**config.mk**
```make
export PLATFORM = sky130hd
export DESIGN_NAME = id_stage_flat
export DESIGN_NICKNAME = d
export VERILOG_FILES = /design/src/design/cpu_pkg.sv /design/src/design/pipe_if.sv /design/src/design/id_stage.sv /design/src/flat_wrapper.sv
export SDC_FILE = /design/constraint.sdc
export NUM_CORES = 1
export LEC_CHECK = 0
export BUFFER_PORTS_ARGS = -buffer_cell sky130_fd_sc_hd__buf_2
export CORE_AREA = 10 10 144 146
export DETAILED_ROUTE_END_ITERATION = 12
export DIE_AREA = 0 0 154 156
export PLACE_DENSITY = 0.8
export SLEW_MARGIN = 20
export SYNTH_ARGS = -nofsm -noshare
export SYNTH_HDL_FRONTEND = slang
export SYNTH_SLANG_ARGS = --single-unit
```
**constraint.sdc**
```tcl
create_clock -name clk -period 3.3 [get_ports clk]
set_input_delay 0.99 -clock clk [delete_from_list [all_inputs] [get_ports clk]]
set_output_delay 0.99 -clock clk [all_outputs]
set_load 0.05 [all_outputs]
```
**src/design/cpu_pkg.sv**
```systemverilog
package cpu_pkg;

    // Datapath widths
    localparam int xlen       = 32;
    localparam int reg_addr_w = 5;

    // Major opcodes of the supported subset
    localparam logic [6:0] opc_alu_r  = 7'b0110011;
    localparam logic [6:0] opc_alu_i  = 7'b0010011;
    localparam logic [6:0] opc_lui    = 7'b0110111;
    localparam logic [6:0] opc_branch = 7'b1100011;
    localparam logic [6:0] opc_jal    = 7'b1101111;
    localparam logic [xlen-1:0] inst_ecall = 32'h0000_0073;  // Whole word, no fields

    // Operation class after decode
    typedef enum logic [2:0] {
        op_alu_r,
        op_alu_i,
        op_lui,
        op_beq,
        op_bne,
        op_jal,
        op_ecall,
        op_illegal   // Unknown encodings, retire as a bubble
    } op_e;

    // ALU function select
    typedef enum logic [2:0] {
        alu_add,
        alu_sub,
        alu_and,
        alu_or,
        alu_xor,
        alu_slt      // Signed compare, 0 or 1
    } alu_e;

    // Everything execute needs besides the operand values
    typedef struct packed {
        op_e                   op;
        alu_e                  alu;
        logic [reg_addr_w-1:0] rd;
        logic                  writes_rd;  // Produces a register result
        logic [xlen-1:0]       imm;        // Sign-extended, format already resolved
        logic [xlen-1:0]       pc;         // Address of this instruction
    } dec_op_t;

endpackage

```
**src/design/pipe_if.sv**
```systemverilog
`timescale 1ns/1ps

// Decode to execute, plus the execute result looped back for forwarding
interface ex_bus;
    import cpu_pkg::*;

    logic            valid;    // Live instruction in execute
    dec_op_t         dec;
    logic [xlen-1:0] rs1_val;  // Operands after forwarding
    logic [xlen-1:0] rs2_val;

    logic                  fwd_valid;  // Execute result this cycle targets fwd_rd
    logic [reg_addr_w-1:0] fwd_rd;
    logic [xlen-1:0]       fwd_data;

    modport id (output valid, dec, rs1_val, rs2_val, input fwd_valid, fwd_rd, fwd_data);
    modport ex (input valid, dec, rs1_val, rs2_val, output fwd_valid, fwd_rd, fwd_data);
endinterface

// Execute to writeback, also tapped by decode
interface wb_bus;
    import cpu_pkg::*;

    logic                  valid;   // Only set for a nonzero rd
    logic [reg_addr_w-1:0] rd;
    logic [xlen-1:0]       result;

    modport ex  (output valid, rd, result);
    modport wb  (input valid, rd, result);
    modport fwd (input valid, rd, result);
endinterface

```
**src/design/id_stage.sv**
```systemverilog
`timescale 1ns/1ps

module id_stage #(
    parameter logic [cpu_pkg::xlen-1:0] reset_pc = '0
) (
    input  logic                           clk,
    input  logic                           rst,
    input  logic                           start,        // One-cycle go strobe
    output logic [cpu_pkg::xlen-1:0]       fetch_addr,   // Byte address
    input  logic [cpu_pkg::xlen-1:0]       inst,         // Word fetched last cycle
    output logic [cpu_pkg::reg_addr_w-1:0] rf_raddr1,
    output logic [cpu_pkg::reg_addr_w-1:0] rf_raddr2,
    input  logic [cpu_pkg::xlen-1:0]       rf_rdata1,
    input  logic [cpu_pkg::xlen-1:0]       rf_rdata2,
    input  logic                           redirect,     // Taken branch or JAL in execute
    input  logic [cpu_pkg::xlen-1:0]       redirect_pc,
    output logic                           halted,
    ex_bus.id                              ex,
    wb_bus.fwd                             fwd
);
    import cpu_pkg::*;

    logic            running;     // Fetch enabled
    logic [xlen-1:0] pc;          // Address fetched this cycle
    logic [xlen-1:0] dec_pc;      // Address of the word on inst
    logic            inst_valid;  // Word on inst is live
    logic            is_ecall;    // Live ECALL in decode
    dec_op_t         dec;
    logic [xlen-1:0] imm_i, imm_u, imm_b, imm_j;

    // Youngest producer wins, register file last
    function automatic logic [xlen-1:0] pick_operand(
        input logic [reg_addr_w-1:0] rs,
        input logic [xlen-1:0]       rf_val,
        input logic                  ex_v,
        input logic [reg_addr_w-1:0] ex_rd,
        input logic [xlen-1:0]       ex_data,
        input logic                  wb_v,
        input logic [reg_addr_w-1:0] wb_rd,
        input logic [xlen-1:0]       wb_data
    );
        logic [xlen-1:0] val;
        val = rf_val;
        if (wb_v && wb_rd == rs) val = wb_data;
        if (ex_v && ex_rd == rs) val = ex_data;  // Producers never carry rd of x0
        return val;
    endfunction

    assign fetch_addr = pc;
    assign rf_raddr1  = inst[19:15];
    assign rf_raddr2  = inst[24:20];  // Immediate bits for I-type, harmless

    assign imm_i = {{20{inst[31]}}, inst[31:20]};
    assign imm_u = {inst[31:12], 12'b0};
    assign imm_b = {{19{inst[31]}}, inst[31], inst[7], inst[30:25], inst[11:8], 1'b0};
    assign imm_j = {{11{inst[31]}}, inst[31], inst[19:12], inst[20], inst[30:21], 1'b0};

    always_comb begin
        dec.op        = op_illegal;  // Default bubble
        dec.alu       = alu_add;
        dec.rd        = inst[11:7];
        dec.writes_rd = 1'b0;
        dec.imm       = imm_i;
        dec.pc        = dec_pc;
        case (inst[6:0])
            opc_alu_r: begin
                dec.op        = op_alu_r;
                dec.writes_rd = 1'b1;
                case ({inst[31:25], inst[14:12]})
                    {7'b0000000, 3'b000}: dec.alu = alu_add;
                    {7'b0100000, 3'b000}: dec.alu = alu_sub;
                    {7'b0000000, 3'b111}: dec.alu = alu_and;
                    {7'b0000000, 3'b110}: dec.alu = alu_or;
                    {7'b0000000, 3'b100}: dec.alu = alu_xor;
                    {7'b0000000, 3'b010}: dec.alu = alu_slt;
                    default: begin
                        dec.op        = op_illegal;
                        dec.writes_rd = 1'b0;
                    end
                endcase
            end
            opc_alu_i: begin
                dec.op        = op_alu_i;
                dec.writes_rd = 1'b1;
                case (inst[14:12])
                    3'b000:  dec.alu = alu_add;  // ADDI
                    3'b111:  dec.alu = alu_and;  // ANDI
                    3'b110:  dec.alu = alu_or;   // ORI
                    3'b100:  dec.alu = alu_xor;  // XORI
                    default: begin
                        dec.op        = op_illegal;
                        dec.writes_rd = 1'b0;
                    end
                endcase
            end
            opc_lui: begin
                dec.op        = op_lui;
                dec.writes_rd = 1'b1;
                dec.imm       = imm_u;
            end
            opc_branch: begin
                dec.imm = imm_b;
                if (inst[14:12] == 3'b000)      dec.op = op_beq;
                else if (inst[14:12] == 3'b001) dec.op = op_bne;
            end
            opc_jal: begin
                dec.op        = op_jal;
                dec.writes_rd = 1'b1;
                dec.imm       = imm_j;
            end
            default: begin
                if (inst == inst_ecall) dec.op = op_ecall;
            end
        endcase
    end

    assign is_ecall = inst_valid && !redirect && dec.op == op_ecall;

    // Control state
    always_ff @(posedge clk) begin
        if (rst) begin
            running    <= 1'b0;
            pc         <= reset_pc;
            inst_valid <= 1'b0;
            halted     <= 1'b0;
            ex.valid   <= 1'b0;
        end else begin
            ex.valid <= inst_valid && !redirect;  // Flush the decode slot
            if (redirect) begin
                pc         <= redirect_pc;
                inst_valid <= 1'b0;  // Kill the word fetched this cycle
            end else if (is_ecall) begin
                running    <= 1'b0;
                inst_valid <= 1'b0;  // Younger fetch discarded
                halted     <= 1'b1;  // High as ECALL enters execute
            end else if (running) begin
                pc         <= pc + 32'd4;
                inst_valid <= 1'b1;
            end else begin
                inst_valid <= 1'b0;
                if (start && !halted) running <= 1'b1;  // First fetch next cycle
            end
        end
    end

    // Payload, qualified by the valids
    always_ff @(posedge clk) begin
        dec_pc     <= pc;  // imem returns this word next cycle
        ex.dec     <= dec;
        ex.rs1_val <= pick_operand(rf_raddr1, rf_rdata1, ex.fwd_valid, ex.fwd_rd,
                                   ex.fwd_data, fwd.valid, fwd.rd, fwd.result);
        ex.rs2_val <= pick_operand(rf_raddr2, rf_rdata2, ex.fwd_valid, ex.fwd_rd,
                                   ex.fwd_data, fwd.valid, fwd.rd, fwd.result);
    end

endmodule

```
**src/flat_wrapper.sv**
```systemverilog
// flat-port wrapper written by rule: the top's interface ports become plain ports
module id_stage_flat import cpu_pkg::*;
#(
    parameter logic [cpu_pkg::xlen-1:0] reset_pc = '0
)
  (clk, rst, start, fetch_addr, inst, rf_raddr1, rf_raddr2, rf_rdata1, rf_rdata2, redirect, redirect_pc, halted, ex_valid, ex_dec, ex_rs1_val, ex_rs2_val, ex_fwd_valid, ex_fwd_rd, ex_fwd_data, fwd_valid, fwd_rd, fwd_result);
  ex_bus ex_i ();
  wb_bus fwd_i ();
  input  logic clk;
  input  logic rst;
  input  logic start;
  output logic [cpu_pkg::xlen-1:0] fetch_addr;
  input  logic [cpu_pkg::xlen-1:0] inst;
  output logic [cpu_pkg::reg_addr_w-1:0] rf_raddr1;
  output logic [cpu_pkg::reg_addr_w-1:0] rf_raddr2;
  input  logic [cpu_pkg::xlen-1:0] rf_rdata1;
  input  logic [cpu_pkg::xlen-1:0] rf_rdata2;
  input  logic redirect;
  input  logic [cpu_pkg::xlen-1:0] redirect_pc;
  output logic halted;
  output wire logic [$bits(ex_i.valid)-1:0] ex_valid;
  output wire logic [$bits(ex_i.dec)-1:0] ex_dec;
  output wire logic [$bits(ex_i.rs1_val)-1:0] ex_rs1_val;
  output wire logic [$bits(ex_i.rs2_val)-1:0] ex_rs2_val;
  input wire logic [$bits(ex_i.fwd_valid)-1:0] ex_fwd_valid;
  input wire logic [$bits(ex_i.fwd_rd)-1:0] ex_fwd_rd;
  input wire logic [$bits(ex_i.fwd_data)-1:0] ex_fwd_data;
  input wire logic [$bits(fwd_i.valid)-1:0] fwd_valid;
  input wire logic [$bits(fwd_i.rd)-1:0] fwd_rd;
  input wire logic [$bits(fwd_i.result)-1:0] fwd_result;
  assign ex_valid = ex_i.valid;
  assign ex_dec = ex_i.dec;
  assign ex_rs1_val = ex_i.rs1_val;
  assign ex_rs2_val = ex_i.rs2_val;
  assign ex_i.fwd_valid = ex_fwd_valid;
  assign ex_i.fwd_rd = ex_fwd_rd;
  assign ex_i.fwd_data = ex_fwd_data;
  assign fwd_i.valid = fwd_valid;
  assign fwd_i.rd = fwd_rd;
  assign fwd_i.result = fwd_result;
  id_stage #(.reset_pc(reset_pc)) u_core (.clk(clk), .rst(rst), .start(start), .fetch_addr(fetch_addr), .inst(inst), .rf_raddr1(rf_raddr1), .rf_raddr2(rf_raddr2), .rf_rdata1(rf_rdata1), .rf_rdata2(rf_rdata2), .redirect(redirect), .redirect_pc(redirect_pc), .halted(halted), .ex(ex_i), .fwd(fwd_i));
endmodule
```
==> out/qor.csv <==
metric;value;unit
status;complete, no violations;
clk root buf;clkbuf_16;
via/cell ratio;5.30;
initial antenna violation count;8;
register area;4160;um2
worst hold path type;flip-flop to flip-flop;
Worst path depth;7;
CP max FO;4;
sequential group share of total power;42.8;%
Setup Skew;0.00482;ns
total gr overflow;0;
syn_area_per_cell;9.57;um2
worst-margin pin slew;0.802;ns
setup bufs post-CTS;0;
R2R Setup Slk;0.97;ns
multi-input logic area;3530;um2
vias in the first global route;8023;
largest net degree at the start of global routing;67;
Sw Pwr;1.88;mW
Total Nets Final;1441;
Seq/Total Area, Yosys;51.4;%
# hold bufs at CTS;0;
Clock Power Share;40.5;%
Static Leak;4.97;nW
power density cells;579;nW/um2
Cell variety after synth;68;
Sum Neg Setup Slack;0;ns
asr flop ratio synth;0;%
final worst path period need;2.63;ns
slowest CP cell;or3b_2;
Gate power share;16.8;%
CP startpoint kind;input pin;
cell count after synthesis;847;
fmax;380;MHz
htree depth;1;
antenna viol nets, final;0;
Reg2Reg Depth;6;
CORE AREA;17800;um2
Post-synth EDFFs;0;
CTS resizes;0;
final worst setup slack;0.668;ns
first-pass GRT wire length;46.0;mm
worst-skew pair later-pin latency;0.50;ns
period utilization;79.8;%
clock slew at reported path FFs;0.06;ns
final setup fails;0;
GRT Total Usage;23.7;%
# rows;49;
Arr. time, crit path;3.00;ns
WHS Path Cells;0;
CTS Buf Count;23;
worst setup path class;input pin to flip-flop;
chip width;154;um
Setup crit end kind;flip-flop;
Layout area overhead;37.0;%
routed vias;7875;
buffers and inverters on the worst path;1;
cell-internal power;4.55;mW
Netlist Area Pre-Place;8110;um2
DR DRC count;0;
gpl congestion;0.936;
share of layout cells above drive strength 1;39.0;%
maximum clock path buffer count;3;
Clock Sinks;208;
TritonCTS clock tree;built;
post-DR wirelength/cell;20.8;um
dpl ws;0.145;ns
final WL;30.9;mm
Slew Viols, Final;0;
Slew HR;46.0;%
Die ar.;24000;um2
Final Hold Viols;0;
Post-Syn Nets;1056;
Initial DRC Count;724;
Critical Path Max Stage Delay;0.48;ns
I/O Buffers;391;
max-cap violation count;0;
VDD IR max;551;uV
First-pass DRT Iterations;7;
Fill cells;1480;
Synth warnings;0;
I/O pins;392;
Synth Register Bits;208;
Top delay family on crit path;simple AND/OR/NAND/NOR gates;
post-detail-place hpwl;24.0;mm
RSZ-0062 raised after global routing;false;
Die Y;156;um
placed cell count;1436;
Sw Share;29.2;%
Initial Utilization;45.4;%
Non-Filler Instances;1485;
Worst Path Required;3.67;ns
CP Cell Sequence;buf_2 -> nor4_2 -> and2_1 -> a211oi_1 -> or3b_2 -> a2111oi_2 -> o31ai_1;
ys flop type;dfxtp_1;
==> power groups by stage <==
stage | Clock, mW | Combinational [mW] | Sequential (mW)
6_report | 2.60 | 1.08 | 2.75
5_1_grt | 2.73 | 1.14 | 2.76
4_1_cts | 2.64 | 1.08 | 2.75
3_5_place_dp | 0 | 1.08 | 2.80
3_3_place_gp | 0 | 1.07 | 2.80
2_1_floorplan | 0 | 0.254 | 3.25
==> routing by layer <==
metal | share of wire (%) | GRT usage, %
met1 | 37 | 26.6
met2 | 50 | 41.6
met4 | 3.1 | 8.41
met5 | 0 | 0
met3 | 9.8 | 7.09
==> worst register-to-register path: cells and delay by family, from the launching register on <==
family | cells | cell delay, ns
AND/OR/NAND/NOR | 4 | 1.41
XOR/XNOR | 1 | 0.17
flip-flops | 1 | 0.48
AO/OA/AOI/OAI | 1 | 0.17
==> placed cells by master (no fill, tap or decap), drive strengths merged, types with 3 or more instances in the layout <==
master / Yosys / routed
buf: 26 / 425
dfxtp: 208 / 208
nand2: 107 / 107
o21ai: 78 / 78
mux2i: 68 / 68
clkbuf: 38 / 35
a21oi: 29 / 29
a21o: 29 / 29
nor2: 28 / 28
nor4: 19 / 19
xor2: 18 / 18
inv: 15 / 16
nand3: 15 / 15
nor3: 15 / 15
nand4: 14 / 14
a22oi: 14 / 14
a31oi: 13 / 13
nor2b: 11 / 11
or3: 10 / 10
and3: 9 / 9
diode: 0 / 7
o21a: 6 / 6
nor3b: 6 / 6
xnor2: 6 / 6
nand2b: 6 / 6
or2: 5 / 5
o21bai: 5 / 5
a211oi: 5 / 5
and2: 5 / 5
or4: 4 / 4
nand3b: 4 / 4
clkinv: 0 / 3
==> cell usage after synthesis (6+ instances only) <==
| cell | count | area (um2) |
|---|---|---|
| o21ai_0 | 77 | 385 |
| nor3_1 | 15 | 75.1 |
| clkbuf_1 | 33 | 124 |
| nor2_1 | 28 | 105 |
| o21a_1 | 6 | 45.0 |
| buf_2 | 9 | 45.0 |
| a21o_1 | 28 | 210 |
| dfxtp_1 | 208 | 4160 |
| buf_4 | 12 | 90.1 |
| xnor2_1 | 6 | 52.6 |
| xor2_1 | 18 | 158 |
| nand4_1 | 14 | 87.6 |
| a31oi_1 | 13 | 81.3 |
| mux2i_1 | 68 | 681 |
| nand2_1 | 107 | 402 |
| nand2b_1 | 6 | 37.5 |
| nor2b_1 | 11 | 68.8 |
| a21oi_1 | 29 | 145 |
| or3_1 | 10 | 62.6 |
| and3_1 | 8 | 50.1 |
| nor4_1 | 16 | 100 |
| inv_1 | 15 | 56.3 |
| nor3b_1 | 6 | 45.0 |
| a22oi_1 | 14 | 105 |
| nand3_1 | 15 | 75.1 |
==> flip-flops by register name, summed over array words and instances (netlist names) <==
| signal | cells |
|---|---|
| u_core.ex.valid | 1 |
| u_core.fetch_addr | 32 |
| u_core.inst_valid | 1 |
| u_core.running | 1 |
| u_core.ex.rs1_val | 32 |
| u_core.dec_pc | 32 |
| u_core.ex.dec | 76 |
| u_core.ex.rs2_val | 32 |
| u_core.halted | 1 |
==> kinds of logic (layout without fill, tap and decap cells) <==
| logic type | count (synthesis) | after routing | synth area share (%) |
|---|---|---|---|
| xor gates and xnor gates | 24 | 24 | 2.59 |
| adders and majority gates | 1 | 1 | 0.154 |
| and+or+nand+nor | 269 | 269 | 17.1 |
| other | 0 | 7 | 0 |
| AOI/OAI and AO/OA | 195 | 195 | 14.9 |
| buffers and inverters | 80 | 482 | 5.17 |
| DFF | 208 | 208 | 51.4 |
| muxes | 70 | 70 | 8.67 |
==> final timing paths <==
path                        startpoint                    end
setup / recovery              inst[31]  u_core.fetch_addr[23]
setup reg to reg  u_core.fetch_addr[7]  u_core.fetch_addr[25]
hold / removal       u_core.dec_pc[28]      u_core.ex.dec[28]
hold reg to reg      u_core.dec_pc[28]      u_core.ex.dec[28]
==> area by class of cell <==
cell class	count	area share (%)
Antenna cell	7	0.158
Clock buffer	35	6.13
Clock inverter	7	0.856
Inverter	15	0.507
Multi-Input combinational cell	559	31.8
Sequential cell	208	37.5
Tap cell	229	2.58
Timing Repair Buffer	425	20.5
==> stage by stage <==
stage / hold WS (ns) / utilization [%] / total power [mW] / area [um2]
finish: 0.325 / 62.3 / 6.43 / 11100
global route: 0.331 / 62.3 / 6.63 / 11100
CTS: 0.326 / 62.2 / 6.47 / 11100
detailed placement: 0.312 / 57.8 / 3.88 / 10300
global placement: 0.310 / 57.8 / 3.86 / 10300
floorplan: 0.310 / - / 3.50 / 8110
Note: power is estimated with default switching activity, not from simulation.
