## src/design/cpu_pkg.sv

```systemverilog
package cpu_pkg;

    // Datapath widths
    localparam int xlen       = 32;
    localparam int reg_addr_w = 5;

    // Major opcodes of the supported subset
    localparam logic [6:0] opc_alu_r  = 7'b0110011;
    localparam logic [6:0] opc_alu_i  = 7'b0010011;
    localparam logic [6:0] opc_lui    = 7'b0110111;
    localparam logic [6:0] opc_branch = 7'b1100011;
    localparam logic [6:0] opc_jal    = 7'b1101111;
    localparam logic [xlen-1:0] inst_ecall = 32'h0000_0073;  // Whole word, no fields

    // Operation class after decode
    typedef enum logic [2:0] {
        op_alu_r,
        op_alu_i,
        op_lui,
        op_beq,
        op_bne,
        op_jal,
        op_ecall,
        op_illegal   // Unknown encodings, retire as a bubble
    } op_e;

    // ALU function select
    typedef enum logic [2:0] {
        alu_add,
        alu_sub,
        alu_and,
        alu_or,
        alu_xor,
        alu_slt      // Signed compare, 0 or 1
    } alu_e;

    // Everything execute needs besides the operand values
    typedef struct packed {
        op_e                   op;
        alu_e                  alu;
        logic [reg_addr_w-1:0] rd;
        logic                  writes_rd;  // Produces a register result
        logic [xlen-1:0]       imm;        // Sign-extended, format already resolved
        logic [xlen-1:0]       pc;         // Address of this instruction
    } dec_op_t;

endpackage

```

## src/design/pipe_if.sv

```systemverilog
`timescale 1ns/1ps

// Decode to execute, plus the execute result looped back for forwarding
interface ex_bus;
    import cpu_pkg::*;

    logic            valid;    // Live instruction in execute
    dec_op_t         dec;
    logic [xlen-1:0] rs1_val;  // Operands after forwarding
    logic [xlen-1:0] rs2_val;

    logic                  fwd_valid;  // Execute result this cycle targets fwd_rd
    logic [reg_addr_w-1:0] fwd_rd;
    logic [xlen-1:0]       fwd_data;

    modport id (output valid, dec, rs1_val, rs2_val, input fwd_valid, fwd_rd, fwd_data);
    modport ex (input valid, dec, rs1_val, rs2_val, output fwd_valid, fwd_rd, fwd_data);
endinterface

// Execute to writeback, also tapped by decode
interface wb_bus;
    import cpu_pkg::*;

    logic                  valid;   // Only set for a nonzero rd
    logic [reg_addr_w-1:0] rd;
    logic [xlen-1:0]       result;

    modport ex  (output valid, rd, result);
    modport wb  (input valid, rd, result);
    modport fwd (input valid, rd, result);
endinterface

```

## src/design/ex_stage.sv

```systemverilog
`timescale 1ns/1ps

module ex_stage (
    input  logic                     clk,
    input  logic                     rst,
    ex_bus.ex                        in,
    wb_bus.ex                        out,
    output logic                     redirect,     // Same cycle as the branch
    output logic [cpu_pkg::xlen-1:0] redirect_pc
);
    import cpu_pkg::*;

    logic [xlen-1:0] alu_b;     // Second ALU operand
    logic [xlen-1:0] alu_out;
    logic [xlen-1:0] result;
    logic            taken;
    logic            produces;  // Live write to a real register

    assign alu_b = (in.dec.op == op_alu_i) ? in.dec.imm : in.rs2_val;

    always_comb begin
        case (in.dec.alu)
            alu_add: alu_out = in.rs1_val + alu_b;
            alu_sub: alu_out = in.rs1_val - alu_b;
            alu_and: alu_out = in.rs1_val & alu_b;
            alu_or:  alu_out = in.rs1_val | alu_b;
            alu_xor: alu_out = in.rs1_val ^ alu_b;
            alu_slt: alu_out = {{(xlen-1){1'b0}}, $signed(in.rs1_val) < $signed(alu_b)};
            default: alu_out = '0;
        endcase
    end

    // Result select by op class
    always_comb begin
        case (in.dec.op)
            op_lui:  result = in.dec.imm;
            op_jal:  result = in.dec.pc + 32'd4;  // Link address
            default: result = alu_out;
        endcase
    end

    // Branch resolve
    always_comb begin
        case (in.dec.op)
            op_beq:  taken = in.rs1_val == in.rs2_val;
            op_bne:  taken = in.rs1_val != in.rs2_val;
            op_jal:  taken = 1'b1;
            default: taken = 1'b0;
        endcase
    end

    assign redirect    = in.valid && taken;
    assign redirect_pc = in.dec.pc + in.dec.imm;  // B and J immediates are PC-relative

    assign produces = in.valid && in.dec.writes_rd && in.dec.rd != '0;

    // Loop back to decode for the next instruction's operands
    assign in.fwd_valid = produces;
    assign in.fwd_rd    = in.dec.rd;
    assign in.fwd_data  = result;

    always_ff @(posedge clk) begin
        if (rst) begin
            out.valid <= 1'b0;
        end else begin
            out.valid <= produces;
        end
    end

    always_ff @(posedge clk) begin
        out.rd     <= in.dec.rd;
        out.result <= result;
    end

endmodule

```

## src/flat_wrapper.sv

```systemverilog
// flat-port wrapper written by rule: the top's interface ports become plain ports
module ex_stage_flat import cpu_pkg::*;
  (clk, rst, redirect, redirect_pc, in_valid, in_dec, in_rs1_val, in_rs2_val, in_fwd_valid, in_fwd_rd, in_fwd_data, out_valid, out_rd, out_result);
  ex_bus in_i ();
  wb_bus out_i ();
  input  logic clk;
  input  logic rst;
  output logic redirect;
  output logic [cpu_pkg::xlen-1:0] redirect_pc;
  input wire logic [$bits(in_i.valid)-1:0] in_valid;
  input wire logic [$bits(in_i.dec)-1:0] in_dec;
  input wire logic [$bits(in_i.rs1_val)-1:0] in_rs1_val;
  input wire logic [$bits(in_i.rs2_val)-1:0] in_rs2_val;
  output wire logic [$bits(in_i.fwd_valid)-1:0] in_fwd_valid;
  output wire logic [$bits(in_i.fwd_rd)-1:0] in_fwd_rd;
  output wire logic [$bits(in_i.fwd_data)-1:0] in_fwd_data;
  output wire logic [$bits(out_i.valid)-1:0] out_valid;
  output wire logic [$bits(out_i.rd)-1:0] out_rd;
  output wire logic [$bits(out_i.result)-1:0] out_result;
  assign in_i.valid = in_valid;
  assign in_i.dec = in_dec;
  assign in_i.rs1_val = in_rs1_val;
  assign in_i.rs2_val = in_rs2_val;
  assign in_fwd_valid = in_i.fwd_valid;
  assign in_fwd_rd = in_i.fwd_rd;
  assign in_fwd_data = in_i.fwd_data;
  assign out_valid = out_i.valid;
  assign out_rd = out_i.rd;
  assign out_result = out_i.result;
  ex_stage u_core (.clk(clk), .rst(rst), .in(in_i), .out(out_i), .redirect(redirect), .redirect_pc(redirect_pc));
endmodule
```

## config.mk

```make
export PLATFORM = sky130hd
export DESIGN_NAME = ex_stage_flat
export DESIGN_NICKNAME = d
export VERILOG_FILES = /design/src/design/cpu_pkg.sv /design/src/design/pipe_if.sv /design/src/design/ex_stage.sv /design/src/flat_wrapper.sv
export SDC_FILE = /design/constraint.sdc
export NUM_CORES = 1
export LEC_CHECK = 0
export BUFFER_PORTS_ARGS = -buffer_cell sky130_fd_sc_hd__buf_2
export CORE_ASPECT_RATIO = 1.5
export CORE_MARGIN = 2
export CORE_UTILIZATION = 49
export CTS_BUF_LIST = sky130_fd_sc_hd__clkbuf_4
export CTS_CLUSTER_DIAMETER = 30
export DETAILED_ROUTE_END_ITERATION = 12
export PLACE_DENSITY = 0.76
export SLEW_MARGIN = 25
export SYNTH_ARGS = -nofsm -noshare
export SYNTH_HDL_FRONTEND = slang
export SYNTH_SLANG_ARGS = --single-unit
```

## constraint.sdc

```tcl
create_clock -name clk -period 9.33 [get_ports clk]
set_clock_uncertainty 0.2 [all_clocks]
set_input_delay 1.866 -clock clk [delete_from_list [all_inputs] [get_ports clk]]
set_output_delay 1.866 -clock clk [all_outputs]
set_load 0.05 [all_outputs]
```

==> results of run 1 <==
through the flow:
step | instance area (µm²) | power (mW) | std cells
final | 10600 | 1.33 | 1725
after global placement | 10500 | 1.14 | 1713
after floorplan | 9080 | 0.882 | 1263
after detailed placement | 10500 | 1.15 | 1713
after global routing | 10600 | 1.39 | 1725
after CTS | 10600 | 1.32 | 1721
worst paths after layout:
| kind | from | endpoint | slack [ns] | cells past startpoint |
|---|---|---|---|---|
| setup / recovery | in_dec[73] | in_fwd_data[26] | 0.88 | 17 |
| hold / removal | in_dec[68] | u_core.out.rd[3] | 1.31 | 1 |
layer usage:
metal	track usage [%]	wire length, µm	vias up	share of wire [%]
met3	5.28	2430	198	6.2
met1	38.9	13300	4984	34
met5	0	0	-	0
met2	66.7	18900	548	49
met4	37.0	4200	0	11
li1	-	-	4988	-
layout by cell type (no fill, tap or decap), types with 14 or more instances in the layout:
cell / n
sky130_fd_sc_hd__buf_2: 251
sky130_fd_sc_hd__ha_1: 135
sky130_fd_sc_hd__nor2_1: 124
sky130_fd_sc_hd__inv_1: 113
sky130_fd_sc_hd__a21oi_1: 102
sky130_fd_sc_hd__xnor2_1: 92
sky130_fd_sc_hd__nand2_1: 86
sky130_fd_sc_hd__o21ai_0: 59
sky130_fd_sc_hd__dfxtp_1: 38
sky130_fd_sc_hd__mux2_2: 33
sky130_fd_sc_hd__a21o_1: 29
sky130_fd_sc_hd__nor3_1: 28
sky130_fd_sc_hd__nand3_1: 26
sky130_fd_sc_hd__o211ai_1: 25
sky130_fd_sc_hd__nand4_1: 23
sky130_fd_sc_hd__xor2_1: 21
sky130_fd_sc_hd__o21bai_1: 16
sky130_fd_sc_hd__a22oi_1: 16
sky130_fd_sc_hd__a222oi_1: 16
sky130_fd_sc_hd__nor2b_1: 14
sky130_fd_sc_hd__a31oi_1: 14
sky130_fd_sc_hd__and3_1: 14
cells by family after synthesis:
family          after synthesis  share of synthesized area, %
compound gates              398                          30.4
simple gates                362                          18.7
buf+inv                     178                          7.81
fa+ha+maj                   138                          19.3
xor+xnor                    113                          10.9
flops                        38                          8.37
mux                          36                          4.56
power groups by stage:
| stage | clock network, mW | logic [mW] | registers [mW] |
|---|---|---|---|
| final | 0.171 | 0.972 | 0.189 |
| after global routing | 0.176 | 1.03 | 0.191 |
| after CTS | 0.172 | 0.958 | 0.189 |
| after detailed placement | 0 | 0.955 | 0.192 |
| after global placement | 0 | 0.951 | 0.192 |
| after floorplan | 0 | 0.609 | 0.272 |
layout make-up:
| type | instances | share of cell area, % |
|---|---|---|
| diodes | 4 | 0.0944 |
| clock buffers | 5 | 0.354 |
| clock inverters | 3 | 0.649 |
| inverters | 114 | 4.03 |
| multi-input cells | 1047 | 72.0 |
| flip-flops and latches | 38 | 7.17 |
| well taps | 252 | 2.97 |
| repair buffers | 262 | 12.7 |
critical path, delay by kind of cell:
| family | cells | cell delay, ns |
|---|---|---|
| AOI/OAI and AO/OA | 7 | 2.17 |
| buffers and inverters | 3 | 0.67 |
| adders and majority gates | 2 | 0.65 |
| and+or+nand+nor | 3 | 0.47 |
| muxes | 1 | 0.40 |
| xor gates and xnor gates | 1 | 0.10 |
state kept, by name, summed over array words and instances, names as in the netlist:
signal and count:
u_core.out.result 32, u_core.out.rd 5, u_core.out.valid 1
==> impl_results.md, run 1 <==
* Total iterations of the first detailed-routing run at 9
* Min setup slack post-route at 0.879 ns
* Count of endpoints failing hold in the final timing report at 0
* Sw power at 0.775 mW
* Share of synthesized area occupied by flip-flops and latches at 8.37%
* Count of pins over their slew limit at 0
* Highest ir drop seen on vdd at 0.0000886 V
* Proportion of layout cells with a drive suffix above 1 at 22.5%
* FMAX at 0.118 GHz
* Routed vias/inst at 6.21
* WL/cell at 22.5 µm
* Setup TNS at 0 ns
* Post-synthesis sequential element count at 38
* Cell area after synthesis at 9080 µm²
* Number of rows created at floorplan at 61
* Core utilization of the finished layout at 57.7%
* Fraction of power consumed by sequential logic at 14.2%
* Clock tree root driver cell: sky130_fd_sc_hd__clkbuf_4
* Total length of routed wires at 38900 µm
* Crit path arrival time at 6.39 ns
* Sw frac at 58.2%
* Port bufs at 251
* Total I/O pin count at 252
* Global route total overflow at 0
* Initial antenna violation count at 4
* Power share of the clock group at 12.8%
* Library cell occupying the most area in the post-synthesis netlist: sky130_fd_sc_hd__ha_1
* Total routing usage reported by global routing at 38.6%
* Full die area at 19700 µm²
* Max capacitance violation total at 0
* Fraction of power consumed by combinational cells at 73.0%
* Cell count after synthesis at 1263
* Leakage at 5.03 nW
* Final worst path period share at 90.6%
* Most common cell in the netlist: sky130_fd_sc_hd__ha_1
* Maximum fanout encountered on the critical timing path at 32
* Die boundary height at 171 µm
* Synth unique cells at 83
* Number of H-tree levels at 2
* Number of flops mapped to enable cells by yosys at 0
* Clock tree from TritonCTS: built
* Clock edge transition at the registers on the reported setup and hold paths at 0.17 ns
* Total number of vias at 10700
* Number of CTS-inserted buffers at 5
* Ordered cell list for the critical path: buf_2 > nor3b_2 > buf_12 > mux2_2 > ha_1 > fa_1 > nor2_1 > o211ai_1 > a21oi_1 > nor2_1 > o221ai_1 > a41oi_2 > o31ai_1 > xnor2_1 > a221oi_1 > o21ai_0 > buf_2
* Area occupied by registers at 761 µm²
* Area added between synthesis and finish at 16.7%
* PD cells at 125 nW/µm²
* Global-route wire length before repair at 56900 µm
* Synth area leaders: sky130_fd_sc_hd__ha_1, sky130_fd_sc_hd__xnor2_1, sky130_fd_sc_hd__dfxtp_1
* Area occupied by multi-input gates at 7630 µm²
* Largest stage delay on the critical path at 0.62 ns
* Cell types with the highest counts after synthesis: sky130_fd_sc_hd__ha_1, sky130_fd_sc_hd__nor2_1, sky130_fd_sc_hd__inv_1, sky130_fd_sc_hd__a21oi_1, sky130_fd_sc_hd__xnor2_1
* Number of global-route vias before repair at 10300
* Sum of net half-perimeters after detailed placement at 31900 µm
* Mean instance size in the synthesized netlist at 7.19 µm²
* Internal Power at 0.556 mW
* Slew at the pin with the worst max-slew slack at 0.977 ns
* Place WS at 1.03 ns
* Hold buffers post-CTS at 0
* Number of nets in the final layout at 1749
* Slew Limit Headroom at 34.8%
* Worst path required time at 7.26 ns
* Crit-path slowest cell: sky130_fd_sc_hd__a221oi_1
* Share of synthesized registers carrying an async set or reset at 0%
* Routability-driven placement congestion ratio at 1.04
* Horizontal die dimension at 115 µm
* Clock sink count at 38
* Maximum number of pins on one net before global-route repair at 60
* Count of synthesis-stage warnings from yosys at 0
* Category of the most critical setup path: input pin to primary output
* Endpoint kind of the worst setup timing path: primary output
* Setup-violating endpoint count in the final report at 0
* Final ANT Viol Nets at 0
* Maximum count of clock buffers along a single path at 2
* Setup repair after global routing missed its margin: no
* Number of post-CTS setup repair buffers at 0
* Area fraction of the dominant cell type after synthesis at 18.6%
* Status: finished clean
* Post-synth net total at 1544
* Minimum hold slack at 1.31 ns
* Tmin final at 8.45 ns
* Gates resized, CTS repair at 0
* Most used flip-flop cell after synthesis: sky130_fd_sc_hd__dfxtp_1
* Effective utilization at floorplan at 49.4%
* DRC at 0
* Crit path launch type: input pin
* Floorplan core area at 18400 µm²
* Detailed router's first-iteration violation count at 946
* Number of filler cells placed in the layout at 1850
* Type of the tightest min-delay check: input pin to register
(Power assumes the default switching activity.)
==> inputs of run 2 (changes only) <==
--- a/config.mk
+++ b/config.mk
@@ -8,11 +8,12 @@
 export BUFFER_PORTS_ARGS = -buffer_cell sky130_fd_sc_hd__buf_2
 export CORE_ASPECT_RATIO = 1.5
 export CORE_MARGIN = 2
-export CORE_UTILIZATION = 49
+export CORE_UTILIZATION = 60
 export CTS_BUF_LIST = sky130_fd_sc_hd__clkbuf_4
 export CTS_CLUSTER_DIAMETER = 30
 export DETAILED_ROUTE_END_ITERATION = 12
-export PLACE_DENSITY = 0.76
+export PLACE_DENSITY_LB_ADDON = 0.15
+export RECOVER_POWER = 25
 export SLEW_MARGIN = 25
 export SYNTH_ARGS = -nofsm -noshare
 export SYNTH_HDL_FRONTEND = slang
==> run 2 against run 1 <==
Compared with the run above:
- final area is 1.7% lower
- non-clock buffer count down 4
- critical path depth unchanged
- die area is 18% lower
- sequential share of layout area increased by 0.13 points
- setup slack got worse by 0.033 ns
- fmax shrank 0.39%
- final cell count fell by 3.3%
==> impl_results.md, run 2 (same netlist as run 1, synthesis figures left out) <==
* Largest stage delay on the critical path at 0.49 ns
* Endpoint kind of the worst setup timing path: primary output
* Area added between synthesis and finish at 14.7%
* WL/cell at 22.9 µm
* Initial antenna violation count at 6
* Gates resized, CTS repair at 0
* Crit path arrival time at 6.42 ns
* Power share of the clock group at 10.3%
* Fraction of power consumed by sequential logic at 14.8%
* Floorplan core area at 14900 µm²
* Number of rows created at floorplan at 55
* Total length of routed wires at 38200 µm
* Number of nets in the final layout at 1745
* Total number of vias at 11000
* Max capacitance violation total at 0
* Die boundary height at 155 µm
* Port bufs at 251
* Largest reg by FF count: u_core.out.result
* Routed vias/inst at 6.62
* Full die area at 16200 µm²
* Global-route wire length before repair at 57300 µm
* Status: finished clean
* Proportion of layout cells with a drive suffix above 1 at 19.8%
* Final worst path period share at 90.9%
* Setup repair after global routing missed its margin: no
* Fin cells at 1668
* Slew at the pin with the worst max-slew slack at 1.20 ns
* Hold buffers post-CTS at 0
* Count of endpoints failing hold in the final timing report at 0
* Category of the most critical setup path: input pin to primary output
* FMAX at 0.118 GHz
* Global route total overflow at 0
* Number of global-route vias before repair at 11000
* Number of H-tree levels at 2
* Sw frac at 59.7%
* Sw power at 0.769 mW
* Final ANT Viol Nets at 0
* Fraction of power consumed by combinational cells at 74.9%
* Maximum number of pins on one net before global-route repair at 51
* Count of buffering cells on the critical path with inverters included at 3
* Most common cell after layout, fill and taps aside: sky130_fd_sc_hd__buf_2
* Setup TNS at 0 ns
* Total I/O pin count at 252
* Clock tree from TritonCTS: built
* Horizontal die dimension at 104 µm
* Tmin final at 8.48 ns
* Number of post-CTS setup repair buffers at 0
* CP delay by family, top: compound AO/OA/AOI/OAI gates
* Setup-violating endpoint count in the final report at 0
* Sum of net half-perimeters after detailed placement at 30600 µm
* Total routing usage reported by global routing at 45.4%
* Clock sink count at 38
* Detailed router's first-iteration violation count at 1096
* Crit-path slowest cell: sky130_fd_sc_hd__a221oi_1
* Clock edge transition at the registers on the reported setup and hold paths at 0.15 ns
* Worst path required time at 7.26 ns
* Effective utilization at floorplan at 60.8%
* Ordered cell list for the critical path: buf_2 > nor3b_2 > buf_4 > mux2_2 > ha_1 > fa_1 > nor2_1 > o211ai_1 > a21oi_1 > nor2_1 > o221ai_1 > a41oi_2 > o31ai_2 > xnor2_1 > a221oi_1 > o21ai_0 > buf_2
* Slew Limit Headroom at 20.1%
* Routability-driven placement congestion ratio at 1.07
* Total iterations of the first detailed-routing run at 10
* PD cells at 124 nW/µm²
* Highest-count cells in the layout ignoring fill and taps: sky130_fd_sc_hd__buf_2, sky130_fd_sc_hd__ha_1, sky130_fd_sc_hd__nor2_1, sky130_fd_sc_hd__inv_1, sky130_fd_sc_hd__a21oi_1
* Crit path launch type: input pin
* Number of CTS-inserted buffers at 5
* Internal Power at 0.520 mW
* Flip-flop count of the largest register, all copies and words added at 32
* Placed Cells at 1656
* Type of the tightest min-delay check: input pin to register
* Leakage at 4.87 nW
* Maximum fanout encountered on the critical timing path at 18
* Count of pins over their slew limit at 0
* Clock tree root driver cell: sky130_fd_sc_hd__clkbuf_4
* DRC at 0
* Highest ir drop seen on vdd at 0.000126 V
* Largest registers: u_core.out.result x32, u_core.out.rd x5, u_core.out.valid x1
* Maximum count of clock buffers along a single path at 2
## run 2: changes by cell type in the layout (fill, tap and decap cells not counted)
cell,previous run,this run
sky130_fd_sc_hd__buf_2,251,216
sky130_fd_sc_hd__clkinv_1,1,2
sky130_fd_sc_hd__bufinv_16,2,1
sky130_fd_sc_hd__buf_12,1,0
sky130_fd_sc_hd__buf_4,10,7
sky130_fd_sc_hd__diode_2,4,5
sky130_fd_sc_hd__clkinv_4,1,0
sky130_fd_sc_hd__clkbuf_1,0,35
## run 2: final cells by class
cell class | count | area [µm²]
multi-input combinational | 1047 | 7630
fill | 1330 | 4510
timing repair buffer | 258 | 1260
sequential | 38 | 761
inverter | 114 | 428
tap | 199 | 249
clock buffer | 5 | 37.5
clock inverter | 2 | 33.8
antenna | 5 | 12.5
## run 2: power groups by stage
stage / logic, mW / clock network (mW) / registers, mW
finish: 0.966 / 0.133 / 0.190
global route: 1.02 / 0.135 / 0.192
CTS: 0.949 / 0.132 / 0.190
detailed placement: 0.945 / 0 / 0.193
global placement: 0.938 / 0 / 0.192
floorplan: 0.609 / 0 / 0.272
## run 2: final timing paths
path / startpoint / end / cells past startpoint
setup / recovery: in_dec[73] / in_fwd_data[24] / 17
hold / removal: in_dec[66] / u_core.out.rd[1] / 1
## run 2: layer usage
layer | up-vias | global-route usage [%] | share of wire, % | wire length, µm
met1 | 5039 | 44.3 | 32 | 12300
met2 | 754 | 80.9 | 48 | 18400
met3 | 270 | 7.96 | 8.7 | 3330
met5 | - | 0 | 0 | 0
li1 | 4979 | - | - | -
met4 | 0 | 41.1 | 11 | 4070
## run 2: through the flow
stage | power (mW) | worst slack (ns) | hold WS (ns) | instance area, µm² | util, %
after global placement | 1.13 | 1.08 | 1.79 | 10400 | 69.5
after CTS | 1.27 | 1.01 | 1.37 | 10400 | 70.0
after global routing | 1.34 | 0.636 | 1.39 | 10400 | 69.8
after detailed placement | 1.14 | 1.04 | 1.79 | 10400 | 69.5
final | 1.29 | 0.846 | 1.39 | 10400 | 69.8
after floorplan | 0.882 | 0.926 | 1.69 | 9080 | -
